<file path="config.mk">
export PLATFORM = sky130hd
export DESIGN_NAME = uart_top
export DESIGN_NICKNAME = d
export VERILOG_FILES = /design/src/rtl/uart_pkg.sv /design/src/rtl/uart_fifo.sv /design/src/rtl/uart_baud_gen.sv /design/src/rtl/uart_tx.sv /design/src/rtl/uart_rx.sv /design/src/rtl/uart_regs.sv /design/src/rtl/uart_top.sv
export SDC_FILE = /design/constraint.sdc
export NUM_CORES = 1
export LEC_CHECK = 0
export BUFFER_PORTS_ARGS = -buffer_cell sky130_fd_sc_hd__buf_2
export CORE_ASPECT_RATIO = 0.8
export CORE_UTILIZATION = 25
export CTS_BUF_LIST = sky130_fd_sc_hd__clkbuf_8
export DETAILED_ROUTE_END_ITERATION = 10
export GPL_TIMING_DRIVEN = 0
export HOLD_SLACK_MARGIN = 0.15
export PLACE_DENSITY_LB_ADDON = 0.05
export SYNTH_ARGS = -nofsm -noshare
export SYNTH_HDL_FRONTEND = slang
export SYNTH_SLANG_ARGS = --single-unit
</file>
<file path="constraint.sdc">
create_clock -name CLK_I -period 6 [get_ports CLK_I]
set_clock_uncertainty 0.1 [all_clocks]
set_input_delay 0.3 -clock CLK_I [delete_from_list [all_inputs] [get_ports CLK_I]]
set_output_delay 0.3 -clock CLK_I [all_outputs]
set_load 0.05 [all_outputs]
</file>
<file path="src/rtl/uart_pkg.sv">
// Shared UART register map, field structs and RX FIFO entry; divisor is fixed at 16 bits
package uart_pkg;

  // Word addresses on the 3-bit ADR_I
  localparam logic [2:0] addr_txdata = 3'd0;
  localparam logic [2:0] addr_rxdata = 3'd1;
  localparam logic [2:0] addr_txctrl = 3'd2;
  localparam logic [2:0] addr_rxctrl = 3'd3;
  localparam logic [2:0] addr_ie     = 3'd4;
  localparam logic [2:0] addr_ip     = 3'd5;
  localparam logic [2:0] addr_div    = 3'd6;

  localparam int div_width = 16;

  // txctrl fields, bus bits 18:16, 1 and 0
  typedef struct packed {
    logic [2:0] txcnt;
    logic       nstop;
    logic       txen;
  } tx_ctrl_t;

  // rxctrl fields, bus bits 18:16 and 0
  typedef struct packed {
    logic [2:0] rxcnt;
    logic       rxen;
  } rx_ctrl_t;

  // Configuration seen by the datapath blocks
  typedef struct packed {
    tx_ctrl_t             tx;
    rx_ctrl_t             rx;
    logic [div_width-1:0] div;
  } uart_cfg_t;

  // One received character
  typedef struct packed {
    logic       frame_err;
    logic [7:0] data;
  } rx_word_t;

endpackage

</file>
<file path="src/rtl/uart_fifo.sv">
// Show-ahead FIFO for any payload type; DEPTH must be a power of two, full push and empty pop ignored
module uart_fifo #(
  parameter type payload_t = logic [7:0],
  parameter int  DEPTH     = 8
) (
  input  logic                       CLK_I,
  input  logic                       RST_I,
  input  logic                       push,
  input  payload_t                   wdata,
  input  logic                       pop,
  output payload_t                   rdata,
  output logic                       full,
  output logic                       empty,
  output logic [$clog2(DEPTH+1)-1:0] level
);

  localparam int ptr_w = $clog2(DEPTH);
  localparam int lvl_w = $clog2(DEPTH + 1);

  payload_t         mem [DEPTH];
  logic [ptr_w-1:0] wr_ptr;
  logic [ptr_w-1:0] rd_ptr;
  logic             do_push;
  logic             do_pop;

  assign full    = (level == lvl_w'(DEPTH));
  assign empty   = (level == '0);
  assign do_push = push & ~full;
  assign do_pop  = pop & ~empty;

  // Head entry is always visible
  assign rdata = mem[rd_ptr];

  always_ff @(posedge CLK_I) begin
    if (do_push) mem[wr_ptr] <= wdata;
  end

  always_ff @(posedge CLK_I or posedge RST_I) begin
    if (RST_I) begin
      wr_ptr <= '0;
      rd_ptr <= '0;
      level  <= '0;
    end else begin
      if (do_push) wr_ptr <= wr_ptr + ptr_w'(1);
      if (do_pop) rd_ptr <= rd_ptr + ptr_w'(1);
      // Simultaneous push and pop leave the level unchanged
      case ({do_push, do_pop})
        2'b10:   level <= level + lvl_w'(1);
        2'b01:   level <= level - lvl_w'(1);
        default: level <= level;
      endcase
    end
  end

endmodule

</file>
<file path="src/rtl/uart_baud_gen.sv">
// Bit and 16x oversample tick generator; exact 16x ratio only when div+1 is a multiple of 16
module uart_baud_gen (
  input  logic                          CLK_I,
  input  logic                          RST_I,
  input  logic [uart_pkg::div_width-1:0] div,
  output logic                          bit_tick,
  output logic                          os_tick
);

  localparam int os_w = uart_pkg::div_width - 4;

  logic [uart_pkg::div_width-1:0] div_q;
  logic [uart_pkg::div_width-1:0] bit_cnt;
  logic [os_w-1:0]                os_cnt;

  always_ff @(posedge CLK_I or posedge RST_I) begin
    if (RST_I) begin
      div_q    <= '0;
      bit_cnt  <= '0;
      os_cnt   <= '0;
      bit_tick <= 1'b0;
      os_tick  <= 1'b0;
    end else if (div != div_q) begin
      // New divisor restarts both periods
      div_q    <= div;
      bit_cnt  <= '0;
      os_cnt   <= '0;
      bit_tick <= 1'b0;
      os_tick  <= 1'b0;
    end else begin
      bit_tick <= (bit_cnt == div_q);
      os_tick  <= (os_cnt == div_q[uart_pkg::div_width-1:4]);
      if (bit_cnt == div_q) bit_cnt <= '0;
      else bit_cnt <= bit_cnt + 1'b1;
      // Oversample period is (div >> 4) + 1
      if (os_cnt == div_q[uart_pkg::div_width-1:4]) os_cnt <= '0;
      else os_cnt <= os_cnt + 1'b1;
    end
  end

endmodule

</file>
<file path="src/rtl/uart_tx.sv">
// Serial transmitter, 8N1 or 8N2 LSB first; a frame starts on the bit tick after the FIFO pop
module uart_tx (
  input  logic                CLK_I,
  input  logic                RST_I,
  input  uart_pkg::uart_cfg_t cfg,
  input  logic                bit_tick,
  input  logic                fifo_empty,
  input  logic [7:0]          fifo_data,
  output logic                pop,
  output logic                txd
);

  typedef enum logic [2:0] {
    st_idle,
    st_start,
    st_data,
    st_stop1,
    st_stop2
  } tx_state_t;

  tx_state_t  state;
  logic       loaded;
  logic [2:0] bit_cnt;
  logic [7:0] shift;

  assign pop = (state == st_idle) & ~loaded & cfg.tx.txen & ~fifo_empty;

  always_ff @(posedge CLK_I or posedge RST_I) begin
    if (RST_I) begin
      state   <= st_idle;
      loaded  <= 1'b0;
      bit_cnt <= '0;
    end else begin
      case (state)
        st_idle: begin
          if (pop) begin
            loaded <= 1'b1;
          end else if (loaded && bit_tick) begin
            loaded <= 1'b0;
            state  <= st_start;
          end
        end
        st_start: begin
          if (bit_tick) begin
            bit_cnt <= '0;
            state   <= st_data;
          end
        end
        st_data: begin
          if (bit_tick) begin
            bit_cnt <= bit_cnt + 3'd1;
            if (bit_cnt == 3'd7) state <= st_stop1;
          end
        end
        st_stop1: if (bit_tick) state <= cfg.tx.nstop ? st_stop2 : st_idle;
        st_stop2: if (bit_tick) state <= st_idle;
        default:  state <= st_idle;
      endcase
    end
  end

  always_ff @(posedge CLK_I) begin
    if (pop) shift <= fifo_data;
    else if (state == st_data && bit_tick) shift <= {1'b0, shift[7:1]};
  end

  // Line level follows the state, high in idle and stop bits
  always_comb begin
    case (state)
      st_start: txd = 1'b0;
      st_data:  txd = shift[0];
      default:  txd = 1'b1;
    endcase
  end

endmodule

</file>
<file path="src/rtl/uart_rx.sv">
// 16x oversampling receiver; checks the first stop bit only, frames arriving at a full FIFO are lost
module uart_rx (
  input  logic                CLK_I,
  input  logic                RST_I,
  input  uart_pkg::uart_cfg_t cfg,
  input  logic                os_tick,
  input  logic                rxd,
  output logic                push,
  output uart_pkg::rx_word_t  wdata
);

  typedef enum logic [1:0] {
    st_idle,
    st_start,
    st_data,
    st_stop
  } rx_state_t;

  rx_state_t  state;
  logic [1:0] sync;
  logic       rxd_s;
  logic       rxd_d;
  logic [3:0] os_cnt;
  logic [2:0] bit_cnt;
  logic [7:0] shift;
  logic       bit_done;

  assign rxd_s = sync[1];
  // Mid-bit point of data and stop bits
  assign bit_done = os_tick & (os_cnt == 4'd15);

  always_ff @(posedge CLK_I or posedge RST_I) begin
    if (RST_I) begin
      sync    <= 2'b11;
      rxd_d   <= 1'b1;
      state   <= st_idle;
      os_cnt  <= '0;
      bit_cnt <= '0;
      push    <= 1'b0;
    end else begin
      sync  <= {sync[0], rxd};
      rxd_d <= rxd_s;
      push  <= 1'b0;
      case (state)
        st_idle: begin
          if (cfg.rx.rxen && rxd_d && !rxd_s) begin
            os_cnt <= '0;
            state  <= st_start;
          end
        end
        st_start: begin
          if (os_tick) begin
            if (os_cnt == 4'd7) begin
              os_cnt  <= '0;
              bit_cnt <= '0;
              // High at mid start bit is a glitch
              state   <= rxd_s ? st_idle : st_data;
            end else begin
              os_cnt <= os_cnt + 4'd1;
            end
          end
        end
        st_data: begin
          if (os_tick) os_cnt <= os_cnt + 4'd1;
          if (bit_done) begin
            bit_cnt <= bit_cnt + 3'd1;
            if (bit_cnt == 3'd7) state <= st_stop;
          end
        end
        st_stop: begin
          if (os_tick) os_cnt <= os_cnt + 4'd1;
          if (bit_done) begin
            push  <= 1'b1;
            state <= st_idle;
          end
        end
        default: state <= st_idle;
      endcase
    end
  end

  always_ff @(posedge CLK_I) begin
    if (state == st_data && bit_done) shift <= {rxd_s, shift[7:1]};
    if (state == st_stop && bit_done) begin
      wdata.data      <= shift;
      wdata.frame_err <= ~rxd_s;
    end
  end

endmodule

</file>
<file path="src/rtl/uart_regs.sv">
// Bus slave with fixed one-cycle ACK_O; side effects and DAT_O capture happen on the ACK edge
module uart_regs #(
  parameter logic [uart_pkg::div_width-1:0] DIV_RESET = 16'd86,
  parameter int FIFO_DEPTH = 8
) (
  input  logic                          CLK_I,
  input  logic                          RST_I,
  input  logic                          CYC_I,
  input  logic                          STB_I,
  input  logic                          WE_I,
  input  logic [2:0]                    ADR_I,
  input  logic [31:0]                   DAT_I,
  output logic [31:0]                   DAT_O,
  output logic                          ACK_O,
  output uart_pkg::uart_cfg_t           cfg,
  output logic                          tx_push,
  output logic [7:0]                    tx_wdata,
  output logic                          rx_pop,
  output logic                          irq,
  input  logic                          tx_full,
  input  logic [$clog2(FIFO_DEPTH+1)-1:0] tx_level,
  input  logic                          rx_empty,
  input  uart_pkg::rx_word_t            rx_rdata,
  input  logic [$clog2(FIFO_DEPTH+1)-1:0] rx_level
);

  localparam int lvl_w = $clog2(FIFO_DEPTH + 1);

  logic        access;
  logic        wr_acc;
  logic [1:0]  ie;
  logic        txwm_p;
  logic        rxwm_p;
  logic [31:0] rd_word;

  // A new request is acknowledged on the next edge, never twice in a row
  assign access = CYC_I & STB_I & ~ACK_O;
  assign wr_acc = access & WE_I;

  assign tx_push  = wr_acc & (ADR_I == uart_pkg::addr_txdata) & ~tx_full;
  assign tx_wdata = DAT_I[7:0];
  assign rx_pop   = access & ~WE_I & (ADR_I == uart_pkg::addr_rxdata) & ~rx_empty;

  // Watermark pending bits
  assign txwm_p = (tx_level < lvl_w'(cfg.tx.txcnt)) & ie[0];
  assign rxwm_p = (rx_level > lvl_w'(cfg.rx.rxcnt)) & ie[1];
  assign irq    = txwm_p | rxwm_p;

  always_comb begin
    rd_word = '0;
    case (ADR_I)
      uart_pkg::addr_txdata: rd_word[31] = tx_full;
      uart_pkg::addr_rxdata: begin
        rd_word[31] = rx_empty;
        if (!rx_empty) rd_word[8:0] = rx_rdata;
      end
      uart_pkg::addr_txctrl: begin
        rd_word[18:16] = cfg.tx.txcnt;
        rd_word[1]     = cfg.tx.nstop;
        rd_word[0]     = cfg.tx.txen;
      end
      uart_pkg::addr_rxctrl: begin
        rd_word[18:16] = cfg.rx.rxcnt;
        rd_word[0]     = cfg.rx.rxen;
      end
      uart_pkg::addr_ie:  rd_word[1:0] = ie;
      uart_pkg::addr_ip:  rd_word[1:0] = {rxwm_p, txwm_p};
      uart_pkg::addr_div: rd_word[uart_pkg::div_width-1:0] = cfg.div;
      default: rd_word = '0;
    endcase
  end

  always_ff @(posedge CLK_I or posedge RST_I) begin
    if (RST_I) begin
      ACK_O   <= 1'b0;
      DAT_O   <= '0;
      ie      <= '0;
      cfg.tx  <= '0;
      cfg.rx  <= '0;
      cfg.div <= DIV_RESET;
    end else begin
      ACK_O <= access;
      // Read data is taken before the pop moves the RX FIFO
      if (access) DAT_O <= WE_I ? 32'd0 : rd_word;
      if (wr_acc) begin
        case (ADR_I)
          uart_pkg::addr_txctrl: begin
            cfg.tx.txcnt <= DAT_I[18:16];
            cfg.tx.nstop <= DAT_I[1];
            cfg.tx.txen  <= DAT_I[0];
          end
          uart_pkg::addr_rxctrl: begin
            cfg.rx.rxcnt <= DAT_I[18:16];
            cfg.rx.rxen  <= DAT_I[0];
          end
          uart_pkg::addr_ie:  ie <= DAT_I[1:0];
          uart_pkg::addr_div: cfg.div <= DAT_I[uart_pkg::div_width-1:0];
          default: ;
        endcase
      end
    end
  end

endmodule

</file>
<file path="src/rtl/uart_top.sv">
// FE310-style UART without parity; reset divisor is CLK_FREQ_HZ/BAUD-1 and must fit in 16 bits
module uart_top #(
  parameter int CLK_FREQ_HZ = 10_000_000,
  parameter int BAUD        = 115_200
) (
  input  logic        CLK_I,
  input  logic        RST_I,
  input  logic        CYC_I,
  input  logic        STB_I,
  input  logic        WE_I,
  input  logic [2:0]  ADR_I,
  input  logic [31:0] DAT_I,
  output logic [31:0] DAT_O,
  output logic        ACK_O,
  output logic        irq,
  input  logic        rxd,
  output logic        txd
);

  localparam int FIFO_DEPTH = 8;
  localparam int div_full   = CLK_FREQ_HZ / BAUD - 1;
  localparam logic [uart_pkg::div_width-1:0] DIV_RESET = div_full[uart_pkg::div_width-1:0];
  localparam int lvl_w = $clog2(FIFO_DEPTH + 1);

  uart_pkg::uart_cfg_t cfg;
  uart_pkg::rx_word_t  rx_wdata;
  uart_pkg::rx_word_t  rx_rdata;

  logic             tx_push;
  logic [7:0]       tx_wdata;
  logic             tx_pop;
  logic [7:0]       tx_rdata;
  logic             tx_full;
  logic             tx_empty;
  logic [lvl_w-1:0] tx_level;
  logic             rx_push;
  logic             rx_pop;
  logic             rx_empty;
  logic [lvl_w-1:0] rx_level;
  logic             bit_tick;
  logic             os_tick;

  uart_regs #(
    .DIV_RESET (DIV_RESET),
    .FIFO_DEPTH(FIFO_DEPTH)
  ) u_regs (
    .CLK_I, .RST_I, .CYC_I, .STB_I, .WE_I, .ADR_I, .DAT_I, .DAT_O, .ACK_O,
    .cfg, .tx_push, .tx_wdata, .rx_pop, .irq,
    .tx_full, .tx_level, .rx_empty, .rx_rdata, .rx_level
  );

  uart_fifo #(.payload_t(logic [7:0]), .DEPTH(FIFO_DEPTH)) tx_fifo (
    .CLK_I, .RST_I, .push(tx_push), .wdata(tx_wdata), .pop(tx_pop),
    .rdata(tx_rdata), .full(tx_full), .empty(tx_empty), .level(tx_level)
  );

  // Full flag of the RX FIFO is only seen through the dropped push
  uart_fifo #(.payload_t(uart_pkg::rx_word_t), .DEPTH(FIFO_DEPTH)) rx_fifo (
    .CLK_I, .RST_I, .push(rx_push), .wdata(rx_wdata), .pop(rx_pop),
    .rdata(rx_rdata), .full(), .empty(rx_empty), .level(rx_level)
  );

  uart_baud_gen u_baud (.CLK_I, .RST_I, .div(cfg.div), .bit_tick, .os_tick);

  uart_tx u_tx (
    .CLK_I, .RST_I, .cfg, .bit_tick, .fifo_empty(tx_empty), .fifo_data(tx_rdata),
    .pop(tx_pop), .txd
  );

  uart_rx u_rx (.CLK_I, .RST_I, .cfg, .os_tick, .rxd, .push(rx_push), .wdata(rx_wdata));

endmodule

</file>
Yosys cells after proc, flatten, opt, wreduce, memory -nomap -nowiden

Memories as Yosys holds them, arrays and structs flattened.
Index checks and enable logic that the tools add are counted.

Add/subtract/negate cells: 13
$mul: 0
Divide/modulo/power cells: 0
Magnitude comparators: 2
Equality and inequality tests: 40
Shifts and indexed selects: 0
Muxes and demuxes: 55
Bitwise gates (word level): 27
Reductions and logical operators: 29

Operators by type and width:

| kind                    | number |
|---|---|
| $mux W3                 | 12 |
| $mux W16                | 2 |
| $mux W32                | 1 |
| $mux W12                | 2 |
| $add A3 B1 Y3 const B   | 6 |
| $and A1 B1 Y1           | 18 |
| $eq A3 B3 Y1 const B    | 6 |
| $pmux W3 S2             | 3 |
| $add A16 B1 Y16 const B | 1 |
| $eq A16 B16 Y1          | 1 |
| $mux W4                 | 4 |
| $mux W8                 | 2 |
| $ne A16 B16 Y1          | 1 |
| $pmux W4 S2             | 2 |
| $pmux W3 S5             | 1 |
| $mux W2                 | 7 |
| $ne A2 B1 Y1 const B    | 7 |
| $ne A2 B2 Y1 const B    | 7 |
| $pmux W7 S2             | 1 |
| $add A12 B1 Y12 const B | 1 |
| $add A4 B1 Y4 const B   | 3 |
| $eq A12 B12 Y1          | 1 |
| $eq A3 B2 Y1 const B    | 4 |
| $eq A4 B4 Y1 const B    | 3 |
| other kinds (29)        | 70 |

Register bits after elaboration: 171
Bits in latches: 0
Memory bits (writable): 136
Memory bits (read-only): 0
Input bits: 41
Output and inout port bits: 35
Memories kept: 2

Memories:

| memory      | depth | bits a word | read ports | clocked after memory_dff | wr ports | line            | RTL |
|---|---|---|---|---|---|---|---|
| rx_fifo.mem | 8     | 9           | 1          | 0                        | 1        | uart_fifo.sv:20 | `payload_t mem [DEPTH];` |
| tx_fifo.mem | 8     | 8           | 1          | 0                        | 1        | uart_fifo.sv:20 |  |

Longest topological paths before layout

Depth in word-level cells: 8
Gate-level depth with buffers: 10

Cells and area by module

From an unflattened synthesis, not the netlist that was laid out.

Cell total of the unflattened synthesis: 900
Area, all modules: 13,267.7 µm²

By module, submodules not included:

| module               | times used | cells an instance | area each (µm²) | seq. area each (µm²) |
|---|---|---|---|---|
| uart_fifo at rx_fifo | 1          | 172               | 3,439.5         | 2,412.3 |
| uart_fifo at tx_fifo | 1          | 161               | 3,135.5         | 2,172.1 |
| uart_baud_gen        | 1          | 230               | 2,377.3         | 1,151.1 |
| uart_regs            | 1          | 194               | 2,367.3         | 1,206.2 |
| uart_rx              | 1          | 80                | 1,173.6         | 839.6 |
| uart_tx              | 1          | 63                | 774.5           | 415.4 |

Worst setup path after synthesis

Ideal clock, no wire load.

Path type: register -> register
Start: register tx_fifo.level[1]
End: register tx_fifo.level[3]
Setup time: 0.080 ns
Arrival: 2.351 ns
Setup slack: 3.469 ns
Stages on the path, launching flop included: 10
Cells stage by stage: dfrtp_1 -> or3_1 -> o2111ai_2 -> inv_2 -> ha_1 -> ha_1 -> a21o_1 -> a21oi_1 -> mux2i_1 -> xnor2_1

Cells in the longest elaborated chain, start to end: 6

RTL lines:

| element                                                  | line                           | RTL |
|---|---|---|
| from (decl)                                              | uart_fifo.sv:14                | `output logic [$clog2(DEPTH+1)-1:0] level` |
| from (signal assigned)                                   | uart_fifo.sv:48                | `2'b10: level <= level + lvl_w'(1);` |
| from (signal assigned)                                   | uart_fifo.sv:49                | `2'b01: level <= level - lvl_w'(1);` |
| from (signal assigned)                                   | uart_fifo.sv:50                | `default: level <= level;` |
| $logic_not A4 Y1 *                                       | uart_fifo.sv:27                | `assign empty = (level == '0);` |
| $not A1 Y1 *                                             | uart_fifo.sv:29, uart_tx.sv:26 |  |
| $and A1 B1 Y1                                            | uart_tx.sv:26                  | `assign pop = (state == st_idle) & ~loaded & cfg.tx.txen & ~fifo_empty;` |
| $and A1 B1 Y1 *                                          | uart_fifo.sv:29                | `assign do_pop = pop & ~empty;` |
| via tx_fifo.do_pop                                       | uart_fifo.sv:24                | `logic do_pop;` |
| $eq A2 B1 Y1 / $eq A2 B2 Y1 (equally long branches)      | uart_fifo.sv:47                | `case ({do_push, do_pop})` |
| $pmux W4 S2 / $reduce_bool A2 Y1 (equally long branches) | n/a                            |  |

The timed path passes the listed nets; every way through them passes the cells marked *.
A chain may end at the register's enable or synchronous reset.

Worst setup path in the final report

Start: register u_regs.ACK_O
End: memory tx_fifo.mem[7][2] (netlist bit) (enable)

Cells in the longest elaborated chain, start to end: 8

RTL lines:

| element                       | line            | RTL |
|---|---|---|
| from (decl)                   | uart_regs.sv:14 | `output logic ACK_O,` |
| from (signal assigned)        | uart_regs.sv:82 | `ACK_O <= access;` |
| $not A1 Y1                    | uart_regs.sv:37 | `assign access = CYC_I & STB_I & ~ACK_O;` |
| $and A1 B1 Y1                 | uart_regs.sv:37 |  |
| via u_regs.access             | uart_regs.sv:29 | `logic access;` |
| $and A1 B1 Y1                 | uart_regs.sv:38 | `assign wr_acc = access & WE_I;` |
| $and A1 B1 Y1 (2 in a row)    | uart_regs.sv:40 | `assign tx_push = wr_acc & (ADR_I == uart_pkg::addr_txdata) & ~tx_full;` |
| $and A1 B1 Y1                 | uart_fifo.sv:28 | `assign do_push = push & ~full;` |
| $mux W1                       | uart_fifo.sv:35 | `if (do_push) mem[wr_ptr] <= wdata;` |
| $mux W1 (not written as such) | uart_fifo.sv:35 |  |
| to (decl)                     | uart_fifo.sv:20 |  |

The timed path passes the listed nets, and every way through them passes these cells.

==> out/qor.yml <==
cells_and_area:
  fin_nets: 1099
  syn_to_final_growth_pct: 20.1
  drive_above_1_share_pct: 22.6
  final_area_um2: 15400
  antennaDiodeCount: 0
  final_cells: 1755
timing:
  grt_setup_unrepaired: "false"
  slew_headroom_pct: 16.6
  hold_violations: 0
  fmax_ghz: 0.293
  fin_crit_ps: 3410
  whs_ps: 208
  timing.final.crit_share_pct: 56.8
  tightest_slew_ps: 1250
  drv_slew: 0
  setup_viol: 0
detailed_routing:
  drt-total-wl_um: 32700
  antenna_violating_nets_post_route: 0
  wl_per_cell_um: 18.6
  vias_per_cell: 4.21
  vias: 7389
  drt_iter0_markers: 404
  first_pass_iters: 4
  route.detailed.drc: 0
die:
  ioPinCount: 76
  die_area_um2: 52200
  start_util_pct: 25.6
  core-area_um2: 50100
  row_count: 73
  dieHeight_um: 205
  dieWidth_um: 255
cts:
  clockRootBuffer: "clkbuf_8"
  clk_path_buf_depth: 3
  cts_made_buffers: 54
  cts_resized: 0
  clkLatencyLatePin_ps: 640
  cts.sinks: 295
  h-tree-depth: 2
  path_clk_slew_ps: 60
  cts_tree: "yes"
logic_synthesis:
  synth_edf_count: 161
  synth_top_flop_cell: "edfxtp_1"
  ys_async_sr_fraction_pct: 45.4
  syn_avg_cell_area_um2: 14.5
  ys_ff_latch: 295
  yosysUniqueCellTypes: 68
  syn_area_um2: 12800
  synth_cells: 882
  ys_seq_area_share_pct: 63.9
  ys_warn_count: 0
pwr:
  leakage_nw: 6.00
  switchingPower_mw: 1.54
  irDropWorstVdd_uv: 135
  power.internal_mw: 3.68
  p_seq_share_pct: 46.0
  p_sw_share_pct: 29.5
  p_per_area_nw_per_um2: 339
  p_comb_share_pct: 18.6
  p_clk_share_pct: 35.4
outcome:
  status: "complete, no violations"
placed_design:
  port_buffers: 50
  numPlacedInstances: 1621
  placed_cell_area_um2: 14000
  place_hpwl_um: 22500
  routabilityCongestion: 0.724
flow_run:
  maxCapViolCount: 0
grt:
  grt_pass1_wl_um: 49900
  grt_pass1_vias: 7912
  overflow: 0
  antenna_found_initial: 0
  grt_max_degree: 75
  grtUsageTotal_pct: 13.0
critical_path:
  crit_buf_inv: 2
  worstPathRequired_ps: 6140
  crit_fanout: 8
  crit_chain: "nand3b_4 > dlygate4sd3_1 > clkinv_2 > nand4_1 > or2_2 > nor2_1"
  end_kind: "flip-flop"
  start_kind: "flip-flop"
  cp_data_arrival_time_ps: 3540
  slowest_delay_ps: 770
  cpMaxStageDelayCell: "nor2_1"
  crit_family: "simple AND/OR/NAND/NOR gates"
  setup.worst_path.class: "flip-flop to flip-flop"
worst_hold_path:
  hold_class: "input port to async pin"
## worst reg2reg max path, cell delays in order (launching register included)
cell and delay [ps]:
dfrtp_1 420, nand3b_4 230, dlygate4sd3_1 640, clkinv_2 130, nand4_1 290, or2_2 430, nor2_1 770
## kinds of logic after synthesis
logic type / synth area share (%)
XOR/XNOR: 5.53
AO/OA/AOI/OAI: 4.29
buffers and inverters: 3.39
other: 0.0292
AND/OR/NAND/NOR: 9.21
multiplexers: 11.2
flip-flops: 63.9
adder cells (fa/ha/maj): 2.46
## flip-flops by register name, summed over array words and instances (netlist names), 2 cells and up, named ones only
register,flops
u_tx.state,3
rx_fifo.rd_ptr,3
u_regs.DAT_O,20
u_baud.bit_cnt,16
u_rx.shift,8
rx_fifo.mem,72
tx_fifo.mem,64
tx_fifo.wr_ptr,3
u_rx.os_cnt,4
rx_fifo.level,4
tx_fifo.rd_ptr,3
u_rx.sync,2
u_baud.div_q,16
u_tx.bit_cnt,3
u_rx.wdata,9
u_regs.ie,2
tx_fifo.level,4
u_regs.cfg,25
rx_fifo.wr_ptr,3
u_rx.bit_cnt,3
u_tx.shift,8
u_baud.os_cnt,12
## layer usage
metal / up-vias / global-route usage (%) / share of wire [%]
li1: 3548 / - / -
met1: 3668 / 19.7 / 53
met2: 119 / 18.1 / 41
met3: 54 / 2.67 / 4.0
met4: 0 / 4.64 / 2.2
met5: - / 0 / 0
## power by group through the flow
| stage | combinational, mW | sequential, mW | clock, mW |
|---|---|---|---|
| final | 0.970 | 2.40 | 1.85 |
| after global routing | 1.08 | 2.43 | 2.03 |
| after CTS | 0.996 | 2.41 | 1.94 |
| after detailed placement | 0.974 | 2.45 | 0 |
| after global placement | 0.974 | 2.45 | 0 |
| after floorplan | 0.716 | 2.40 | 0 |
## through the flow
step | power [mW] | TNS, ps | utilization (%) | worst slack (ps)
floorplan | 3.12 | 0 | - | 2030
global placement | 3.42 | -33840 | 27.8 | -295
detailed placement | 3.42 | 0 | 28.0 | 2970
CTS | 5.35 | 0 | 30.7 | 2380
global route | 5.53 | 0 | 30.7 | 2370
finish | 5.23 | 0 | 30.7 | 2590
## placed cells by master (no fill, tap or decap), types with 9 or more instances in the layout
master / count
dlygate4sd3_1: 32
buf_4: 13
mux4_2: 34
mux2i_1: 28
edfxtp_1: 161
nor3_1: 29
mux2_4: 10
xor2_1: 29
a22o_1: 9
nand2b_1: 15
xnor2_1: 52
o21ai_0: 26
nor2_1: 39
buf_2: 57
clkbuf_1: 28
nand3_1: 9
nor4_1: 10
nand2_1: 56
ha_1: 22
conb_1: 12
mux2_2: 21
dfrtp_1: 127
inv_1: 53
nand4_1: 16
clkbuf_8: 61
## layout make-up
class,count,area [um2]
multi-input cells,509,4250
plain buffers,61,328
repair buffers,85,621
fillers,5048,34700
clock inverters,41,200
inverters,28,111
clock buffers,61,840
well taps,675,845
flip-flops and latches,295,8200
## worst paths after layout
path,slack [ps],startpoint,cells past startpoint,to
worst max-delay path,2590,u_regs.ACK_O$_DFF_PP0_,6,tx_fifo.mem[7][2]$_DFFE_PP_
max in group asynchronous,4750,RST_I,4,u_regs.DAT_O[10]$_DFFE_PP0N_
min in group CLK_I,250,u_rx.sync[0]$_DFF_PP1_,0,u_rx.sync[1]$_DFF_PP1_
worst max register to register,2590,u_regs.ACK_O$_DFF_PP0_,6,tx_fifo.mem[7][2]$_DFFE_PP_
worst min register to register,250,u_rx.sync[0]$_DFF_PP1_,0,u_rx.sync[1]$_DFF_PP1_
worst min-delay path,210,RST_I,3,u_regs.DAT_O[31]$_DFFE_PP0N_
## cell usage after synthesis, types with 7 or more instances
cell type	instances	area, um2
nand4_1	16	100
nand2b_1	15	93.8
buf_4	13	97.6
nand3_1	9	45.0
ha_1	22	275
mux2_2	21	236
nand2_1	56	210
nor2_1	39	146
mux2i_1	28	280
a22o_1	9	78.8
a211oi_1	7	52.6
mux4_2	34	766
dfrtp_1	127	3180
xor2_1	29	254
inv_1	26	97.6
mux2_4	10	150
clkbuf_1	28	105
nor4_1	10	62.6
edfxtp_1	161	4830
o21ai_0	27	135
nor3_1	33	165
buf_2	7	35.0
a221o_1	7	70.1
xnor2_1	52	455
dfstp_2	7	184
## repair_timing
action / 4_1_cts / 5_1_grt
setup endpoints to repair: 0 / 0
buffers inserted: 0 / 0
endpoints found under the hold margin: 176 / 0
hold buffers: 32 / 0
Note: power is estimated with default switching activity, not from simulation.
